==> src/hw/sw_pkt_pkg.sv <==
`default_nettype none

package sw_pkt_pkg;

    // header field widths
    localparam int len_w = 9;
    localparam int prio_w = 3;
    localparam int dest_w = 4;

    // bit positions inside the header word
    localparam int len_lsb = 7;
    localparam int prio_lsb = 4;
    localparam int dest_lsb = 0;

    ////////////////////////////////////////
    // descriptor of one buffered packet

    // field order follows the header word, so the struct is a copy of it
    typedef struct packed
    {
        logic [len_w-1:0]  len;
        logic [prio_w-1:0] prio;
        logic [dest_w-1:0] dest;
    } pkt_desc_t;

endpackage

`default_nettype wire

==> src/hw/sw_cfg_pkg.sv <==
`default_nettype none

package sw_cfg_pkg;

    // stream word and payload limits
    localparam int word_w = 16;
    localparam int max_len = 64; // largest legal payload in words

    ////////////////////////////////////////
    // payload buffer
    localparam int buf_depth = 128;
    localparam int buf_aw = 7; // pointers carry one more bit for wrap

    ////////////////////////////////////////
    // descriptor queue
    localparam int desc_depth = 4;
    localparam int desc_aw = $clog2(desc_depth);

endpackage

`default_nettype wire
==> src/hw/sw_word_if.sv <==
`timescale 1ns/1ps
`default_nettype none

interface sw_word_if
    import sw_cfg_pkg::*;
();

    logic              sop;  // header word
    logic              eop;  // last payload word
    logic              vld;
    logic [word_w-1:0] data;

    // driven from the port inputs
    modport src
    (
        output sop, eop, vld, data
    );

    // all ingress blocks only observe the stream
    modport snk
    (
        input sop, eop, vld, data
    );

endinterface

`default_nettype wire

==> src/hw/port_top.sv <==
`timescale 1ns/1ps
`default_nettype none

module port_top
    import sw_cfg_pkg::*, sw_pkt_pkg::*;
(
    input  logic              clk,
    input  logic              rst_n,
    input  logic              wr_sop,
    input  logic              wr_eop,
    input  logic              wr_vld,
    input  logic [word_w-1:0] wr_data,
    input  logic              ack,
    input  logic              xfer_stop,
    output logic              req,
    output logic [prio_w-1:0] prior,
    output logic [dest_w-1:0] dest_port,
    output logic [len_w-1:0]  length,
    output logic [word_w-1:0] data,
    output logic              writting,
    output logic              unlock,
    output logic              drop
);

    logic            hdr_done;
    logic            hdr_ok;
    pkt_desc_t       hdr_desc;
    pkt_desc_t       head;
    logic            not_empty;
    logic            full;
    logic [buf_aw:0] buf_free;
    logic            wr_en, commit, rollback, rd_en, push, pop;

    sw_word_if word ();

    assign word.sop = wr_sop;
    assign word.eop = wr_eop;
    assign word.vld = wr_vld;
    assign word.data = wr_data;

    port_hdr_parse hdr_parse_i (.clk, .rst_n, .word, .buf_free, .hdr_done, .hdr_ok,
                                .desc(hdr_desc));

    port_pkt_buffer pkt_buffer_i (.clk, .rst_n, .word, .wr_en, .commit, .rollback, .rd_en,
                                  .rd_data(data), .free(buf_free));

    port_desc_queue desc_queue_i (.clk, .rst_n, .push, .push_desc(hdr_desc), .pop, .head,
                                  .not_empty, .full);

    port_ctrl ctrl_i (.clk, .rst_n, .word, .hdr_done, .hdr_ok, .head, .not_empty, .full,
                      .ack, .xfer_stop, .wr_en, .commit, .rollback, .push, .pop, .rd_en,
                      .req, .writting, .unlock, .drop);

    // the offered packet is always the queue head
    assign prior = head.prio;
    assign dest_port = head.dest;
    assign length = head.len;

endmodule

`default_nettype wire

==> src/hw/port_ctrl.sv <==
`timescale 1ns/1ps
`default_nettype none

module port_ctrl
    import sw_pkt_pkg::*;
(
    input  logic      clk,
    input  logic      rst_n,
    sw_word_if.snk    word,
    input  logic      hdr_done,
    input  logic      hdr_ok,
    input  pkt_desc_t head,
    input  logic      not_empty,
    input  logic      full,
    input  logic      ack,
    input  logic      xfer_stop,
    output logic      wr_en,
    output logic      commit,
    output logic      rollback,
    output logic      push,
    output logic      pop,
    output logic      rd_en,
    output logic      req,
    output logic      writting,
    output logic      unlock,
    output logic      drop
);

    typedef enum logic [1:0] {in_idle, in_hdr, in_data, in_skip} in_state_t;
    typedef enum logic [1:0] {eg_idle, eg_offer, eg_stream, eg_release} eg_state_t;

    in_state_t        in_state;
    eg_state_t        eg_state;
    logic [len_w-1:0] exp_len;  // length announced by the header in flight
    logic [len_w-1:0] cnt;      // payload words stored so far
    logic [len_w-1:0] xcnt;     // payload words taken by the fabric
    logic             sop_word;
    logic             accept;
    logic             in_pkt;
    logic             pay_word;
    logic             room;
    logic             last;
    logic             len_hit;
    logic             cut;

    ////////////////////////////////////////
    // ingress

    assign sop_word = word.vld && word.sop;
    assign accept = hdr_done && hdr_ok && !full; // a full queue counts as no room
    assign in_pkt = (in_state == in_hdr && accept) || in_state == in_data;
    assign pay_word = word.vld && !word.sop && in_pkt;
    assign room = cnt < exp_len; // extra words are never stored
    assign last = pay_word && word.eop;
    assign len_hit = room && (cnt + 1'b1 == exp_len);
    assign cut = sop_word && in_pkt; // new header before the eop of this one

    assign wr_en = in_pkt && room;
    assign commit = last && len_hit;
    assign push = commit;
    assign rollback = (last && !len_hit) || cut;

    always_ff @(posedge clk or negedge rst_n)
    begin
        if (!rst_n)
        begin
            in_state <= in_idle;
            exp_len <= '0;
            cnt <= '0;
            drop <= 1'b0;
        end
        else
        begin
            drop <= (in_state == in_hdr && !accept) || rollback;

            if (sop_word)
            begin
                exp_len <= word.data[len_lsb +: len_w];
                cnt <= '0;
            end
            else if (pay_word && room)
                cnt <= cnt + 1'b1;

            case (in_state)
                in_idle, in_skip:
                    if (sop_word)
                        in_state <= in_hdr;
                    else if (in_state == in_skip && word.vld && word.eop)
                        in_state <= in_idle;
                in_hdr:
                    if (sop_word)
                        in_state <= in_hdr;
                    else if (!accept)
                        in_state <= in_skip; // ignore the rest of this packet
                    else if (last)
                        in_state <= in_idle;
                    else
                        in_state <= in_data;
                in_data:
                    if (sop_word)
                        in_state <= in_hdr;
                    else if (last)
                        in_state <= in_idle;
                default:
                    in_state <= in_idle;
            endcase
        end
    end

    ////////////////////////////////////////
    // egress

    assign req = eg_state == eg_offer || eg_state == eg_stream;
    assign writting = eg_state == eg_stream;
    assign rd_en = writting && !xfer_stop;
    assign unlock = eg_state == eg_release; // req is already low here
    assign pop = unlock;

    always_ff @(posedge clk or negedge rst_n)
    begin
        if (!rst_n)
        begin
            eg_state <= eg_idle;
            xcnt <= '0;
        end
        else
        begin
            case (eg_state)
                eg_idle:
                    // the previous handshake must be closed before a new offer
                    if (not_empty && !ack)
                        eg_state <= eg_offer;
                eg_offer:
                    if (ack)
                    begin
                        eg_state <= eg_stream;
                        xcnt <= '0;
                    end
                eg_stream:
                    if (rd_en)
                    begin
                        xcnt <= xcnt + 1'b1;
                        if (xcnt + 1'b1 == head.len)
                            eg_state <= eg_release;
                    end
                eg_release:
                    eg_state <= eg_idle;
                default:
                    eg_state <= eg_idle;
            endcase
        end
    end

endmodule

`default_nettype wire

==> src/hw/port_desc_queue.sv <==
`timescale 1ns/1ps
`default_nettype none

module port_desc_queue
    import sw_cfg_pkg::*, sw_pkt_pkg::*;
(
    input  logic      clk,
    input  logic      rst_n,
    input  logic      push,
    input  pkt_desc_t push_desc,
    input  logic      pop,
    output pkt_desc_t head,
    output logic      not_empty,
    output logic      full
);

    pkt_desc_t mem [desc_depth];

    logic [desc_aw-1:0] wr_ptr;
    logic [desc_aw-1:0] rd_ptr;
    logic [desc_aw:0]   count;
    logic               do_push;
    logic               do_pop;

    assign full = count == (desc_aw+1)'(desc_depth);
    assign not_empty = count != '0;
    assign do_push = push && !full;
    assign do_pop = pop && not_empty;

    always_ff @(posedge clk)
    begin
        if (do_push)
            mem[wr_ptr] <= push_desc;
    end

    always_ff @(posedge clk or negedge rst_n)
    begin
        if (!rst_n)
        begin
            wr_ptr <= '0;
            rd_ptr <= '0;
            count <= '0;
        end
        else
        begin
            if (do_push)
                wr_ptr <= wr_ptr + 1'b1; // depth is a power of two so it wraps
            if (do_pop)
                rd_ptr <= rd_ptr + 1'b1;
            count <= count + (desc_aw+1)'(do_push) - (desc_aw+1)'(do_pop);
        end
    end

    assign head = mem[rd_ptr];

endmodule

`default_nettype wire

==> src/hw/port_pkt_buffer.sv <==
`timescale 1ns/1ps
`default_nettype none

module port_pkt_buffer
    import sw_cfg_pkg::*;
(
    input  logic              clk,
    input  logic              rst_n,
    sw_word_if.snk            word,
    input  logic              wr_en,
    input  logic              commit,
    input  logic              rollback,
    input  logic              rd_en,
    output logic [word_w-1:0] rd_data,
    output logic [buf_aw:0]   free
);

    logic [word_w-1:0] mem [buf_depth];

    // the top bit of each pointer flags a lap of the ring
    logic [buf_aw:0] spec_ptr; // write position of the packet in flight
    logic [buf_aw:0] cmt_ptr;  // end of the last accepted packet
    logic [buf_aw:0] rd_ptr;
    logic [buf_aw:0] spec_nxt;
    logic            wr_fire;

    assign wr_fire = wr_en && word.vld && !word.sop;
    assign spec_nxt = spec_ptr + (buf_aw+1)'(wr_fire);

    ////////////////////////////////////////
    // storage

    always_ff @(posedge clk)
    begin
        if (wr_fire)
            mem[spec_ptr[buf_aw-1:0]] <= word.data;
    end

    assign rd_data = mem[rd_ptr[buf_aw-1:0]]; // egress sees the head word at once

    ////////////////////////////////////////
    // pointers

    always_ff @(posedge clk or negedge rst_n)
    begin
        if (!rst_n)
        begin
            spec_ptr <= '0;
            cmt_ptr <= '0;
            rd_ptr <= '0;
        end
        else
        begin
            // a rollback also discards a word written in the same cycle
            if (rollback)
                spec_ptr <= cmt_ptr;
            else
                spec_ptr <= spec_nxt;

            if (commit)
                cmt_ptr <= spec_nxt; // the eop word lands with the commit
            if (rd_en)
                rd_ptr <= rd_ptr + 1'b1;
        end
    end

    // fill is measured from the speculative pointer
    assign free = (buf_aw+1)'(buf_depth) - (spec_ptr - rd_ptr);

endmodule

`default_nettype wire

==> src/hw/port_hdr_parse.sv <==
`timescale 1ns/1ps
`default_nettype none

module port_hdr_parse
    import sw_cfg_pkg::*, sw_pkt_pkg::*;
(
    input  logic          clk,
    input  logic          rst_n,
    sw_word_if.snk        word,
    input  logic [buf_aw:0] buf_free,
    output logic          hdr_done,
    output logic          hdr_ok,
    output pkt_desc_t     desc
);

    logic             sop_word;
    logic [len_w-1:0] hdr_len;

    assign sop_word = word.vld && word.sop;
    assign hdr_len = word.data[len_lsb +: len_w];

    always_ff @(posedge clk or negedge rst_n)
    begin
        if (!rst_n)
        begin
            hdr_done <= 1'b0;
            hdr_ok <= 1'b0;
        end
        else
        begin
            hdr_done <= sop_word;
            if (sop_word)
                hdr_ok <= (hdr_len != '0) && (hdr_len <= len_w'(max_len))
                          && (hdr_len <= len_w'(buf_free)); // room counts claimed space
        end
    end

    always_ff @(posedge clk)
    begin
        if (sop_word)
        begin
            desc.len <= hdr_len;
            desc.prio <= word.data[prio_lsb +: prio_w];
            desc.dest <= word.data[dest_lsb +: dest_w];
        end
    end

endmodule

`default_nettype wire

==> config.mk <==
export PLATFORM = sky130hd
export DESIGN_NAME = port_top
export DESIGN_NICKNAME = d
export VERILOG_FILES = /design/src/hw/sw_pkt_pkg.sv /design/src/hw/sw_cfg_pkg.sv /design/src/hw/sw_word_if.sv /design/src/hw/port_top.sv /design/src/hw/port_ctrl.sv /design/src/hw/port_desc_queue.sv /design/src/hw/port_pkt_buffer.sv /design/src/hw/port_hdr_parse.sv
export SDC_FILE = /design/constraint.sdc
export NUM_CORES = 2
export LEC_CHECK = 0
export BUFFER_PORTS_ARGS = -buffer_cell sky130_fd_sc_hd__buf_2
export CORE_MARGIN = 2
export CORE_UTILIZATION = 35
export CTS_CLUSTER_SIZE = 28
export DETAILED_ROUTE_END_ITERATION = 7
export PLACE_DENSITY_LB_ADDON = 0.2
export SLEW_MARGIN = 15
export SYNTH_ARGS = -nofsm -noshare
export SYNTH_HDL_FRONTEND = slang
export SYNTH_SLANG_ARGS = --single-unit
export TNS_END_PERCENT = 50
==> constraint.sdc <==
create_clock -name clk -period 5.75 [get_ports clk]
set_clock_uncertainty 0.15 [all_clocks]
set_input_delay 1.15 -clock clk [delete_from_list [all_inputs] [get_ports clk]]
set_output_delay 1.15 -clock clk [all_outputs]
set_load 0.05 [all_outputs]
==> results_dict.tcl <==
set metrics [dict create \
    status "finished clean" \
    end_kind "primary output" \
    final_nets 4484 \
    start_util 0.352 \
    syn_to_final_growth_pct 15.6 \
    std_cell_rows 182 \
    drive_above_1_share 0.305 \
    synth_area_per_cell_sq_um 21.6 \
    placedCellCount 7392 \
    die_y_microns 501 \
    remaining_drc_errors 0 \
    setup_ws_ps 58.0 \
    antenna_found_initial 11 \
    io_buffer_count 58 \
    tightest_slew_ps 1310 \
    hold_viol 0 \
    core_sq_mm 0.245 \
    grt_use_total 0.197 \
    die_w_microns 501 \
    dr.first_iter.drc_count 5154 \
    yosysSeqAreaShare 0.759 \
    dr.pass1.iters 5 \
    synthFlopType "edfxtp_1" \
    cts_max_level 4 \
    grt_pass1_wl_microns 348000 \
    ys_ff_latch 2193 \
    vias_per_cell 5.51 \
    ir_worst_vdd_v 0.000289 \
    p_per_area_mw_per_mm2 461 \
    dp_worst_setup_slack_ps 501 \
    slew_headroom 0.128 \
    cts.clk_slew.worst_paths_ps 60 \
    drtAntennaViolNets 0 \
    critical_path_class "reg2out" \
    leakage_nw 31.9 \
    cp_max_fo 34 \
    clk_path_buf_depth 3 \
    timing.hold.ws_ps 163 \
    clkSinkCount 2193 \
    fin_crit_ps 5690 \
    stdcell_count 7823 \
    ys_types 80 \
    syn_nets 4077 \
    synth_async_sr_flop_share 0.0296 \
    io_pins 59 \
    grt_pass1_vias 43018 \
    ys_warn_count 0 \
    drv_slew 0 \
    rsz0062_at_grt "false" \
    hold_buffers 0 \
    overflow 0 \
    hpwlAfterDp_microns 151000 \
    final_util 0.406 \
    cp.arrival_ps 4390 \
    fmax_mhz 176 \
    syn_inst 4003 \
    fin_total_pwr_w 0.0460 \
    synth_edf_count 2128 \
    routedWlPerCell_microns 31.9 \
    wl_microns 250000 \
    min_period_over_period 0.990 \
    max-cap-violations 0 \
    hp-class "in2async" \
    netlist_area_sq_mm 0.0863 \
    setup_viol 0 \
    crit_path_start_kind "register" \
    gp_congestion 0.832 \
    tritoncts "built" \
    cp.required_ps 4450 \
    grt_max_degree 88 \
    die_area_sq_mm 0.251 \
    cts_buffers 228 \
    vias 43139 \
    cts-root-buf "clkbuf_16" \
    clk_latency_ps 870 \
]
-- through the flow --
stage,TNS [ps],area (sq um)
finish,0,99800
global route,0,99800
CTS,-56.5,99700
detailed placement,0,92400
global placement,0,92400
floorplan,0,86300
-- timing repair --
action	CTS	global route
setup endpoints to repair	15	3
cloned	0	1
buffers inserted	7	0
gates resized for setup	18	3
-- synthesized netlist by cell type (all sizes together) (5+ instances only) --
cell / instances / area share
buf: 132 / 0.012
a221oi: 13 / 0.0013
xnor3: 5 / 0.0013
xor2: 12 / 0.0012
and3: 11 / 0.00080
clkbuf: 80 / 0.0035
a21o: 5 / 0.00044
mux2: 44 / 0.0061
inv: 45 / 0.0020
edfxtp: 2128 / 0.74
mux2i: 123 / 0.014
o21a: 6 / 0.00052
dfrtp: 65 / 0.019
xnor2: 32 / 0.0032
nand2b: 8 / 0.00058
a22oi: 53 / 0.0046
or4: 5 / 0.00044
ha: 49 / 0.0071
a21oi: 53 / 0.0031
o21ai: 55 / 0.0032
nand2: 107 / 0.0047
nor3: 21 / 0.0012
o31ai: 8 / 0.00070
o221ai: 15 / 0.0015
nor2b: 14 / 0.0010
o211ai: 7 / 0.00061
a31oi: 20 / 0.0015
nor2: 178 / 0.0077
a22o: 5 / 0.00051
nand4: 11 / 0.00080
nand3: 43 / 0.0026
a211oi: 12 / 0.0011
and2: 12 / 0.00087
o22ai: 14 / 0.0010
mux4: 542 / 0.14
-- registers in the layout (all words and copies together) (netlist names), 8 cells and up --
register,count
pkt_buffer_i.cmt_ptr,8
pkt_buffer_i.mem,2048
ctrl_i.cnt,9
pkt_buffer_i.spec_ptr,8
desc_queue_i.mem,64
ctrl_i.xcnt,9
pkt_buffer_i.rd_ptr,8
ctrl_i.exp_len,9
hdr_parse_i.desc,16
-- kinds of logic after synthesis --
kind of cell             count (synthesis)  synth area share
AO/OA/AOI/OAI                          311            0.0249
flip-flops                            2193             0.759
AND/OR/NAND/NOR                        431            0.0228
buffers and inverters                  259            0.0177
XOR/XNOR                                49           0.00577
multiplexers                           709             0.162
adder cells (fa/ha/maj)                 51           0.00757
-- cell type report --
type                    count  area, sq um
fillers                 21578       146000
flip-flops and latches   2193        65500
multi-input cells        1551        19500
clock buffers             297         6130
well taps                3220         4030
repair buffers            389         3250
clock inverters           123         1080
inverters                  47          186
diodes                      3         7.51
-- critical path, cell delays in order (launching register included) --
cell and delay (ps):
dfrtp_4 530, buf_12 250, buf_12 320, mux4_2 540, mux2_2 280, o221ai_1 330
a31oi_1 400, a311o_1 520, buf_2 270
-- layout by cell type (no fill, tap or decap), types with 13 or more instances in the layout --
master and instances:
a21oi_1 52, a22oi_1 49, a31oi_1 18, buf_12 28, buf_2 38, buf_4 317
bufinv_16 13, clkbuf_1 59, clkbuf_16 235, clkinv_1 50, clkinv_2 39, dfrtp_1 58
edfxtp_1 2128, ha_1 49, inv_1 44, mux2_2 36, mux2i_1 123, mux4_2 542
nand2_1 107, nand3_1 41, nor2_1 96, nor2_2 82, nor3_1 20, o21ai_0 52
o221ai_1 15, o22ai_1 13, xnor2_1 32
-- path summary, 6_finish.rpt --
| path | start | end | slack (ps) | cells past startpoint |
|---|---|---|---|---|
| hold reg to reg | hdr_parse_i.desc[5] | desc_queue_i.mem[1][5] | 340 | 0 |
| min in group clk | hdr_parse_i.desc[5] | desc_queue_i.mem[1][5] | 340 | 0 |
| setup reg to reg | ctrl_i.cnt[3] | pkt_buffer_i.mem[74][1] | 1560 | 8 |
| hold / removal | rst_n | ctrl_i.xcnt[7] | 160 | 1 |
| setup / recovery | pkt_buffer_i.rd_ptr[0] | data[1] | 60 | 8 |
| max in group asynchronous | rst_n | pkt_buffer_i.rd_ptr[1] | 4460 | 2 |
-- per-layer routing --
metal,vias to the layer above,track usage,share of wire
met3,321,0.0305,0.066
met5,-,0,0.000052
li1,17579,-,-
met2,1630,0.312,0.47
met4,2,0.0540,0.026
met1,23607,0.285,0.44
-- power breakdown --
group          leakage [nW]  switching [W]  total, W  internal (W)
sequential             20.0       0.000209    0.0178        0.0176
combinational          8.44        0.00814    0.0139       0.00576
clock                  3.52        0.00621    0.0143       0.00808
No activity file was read; power rests on OpenSTA's default activity.
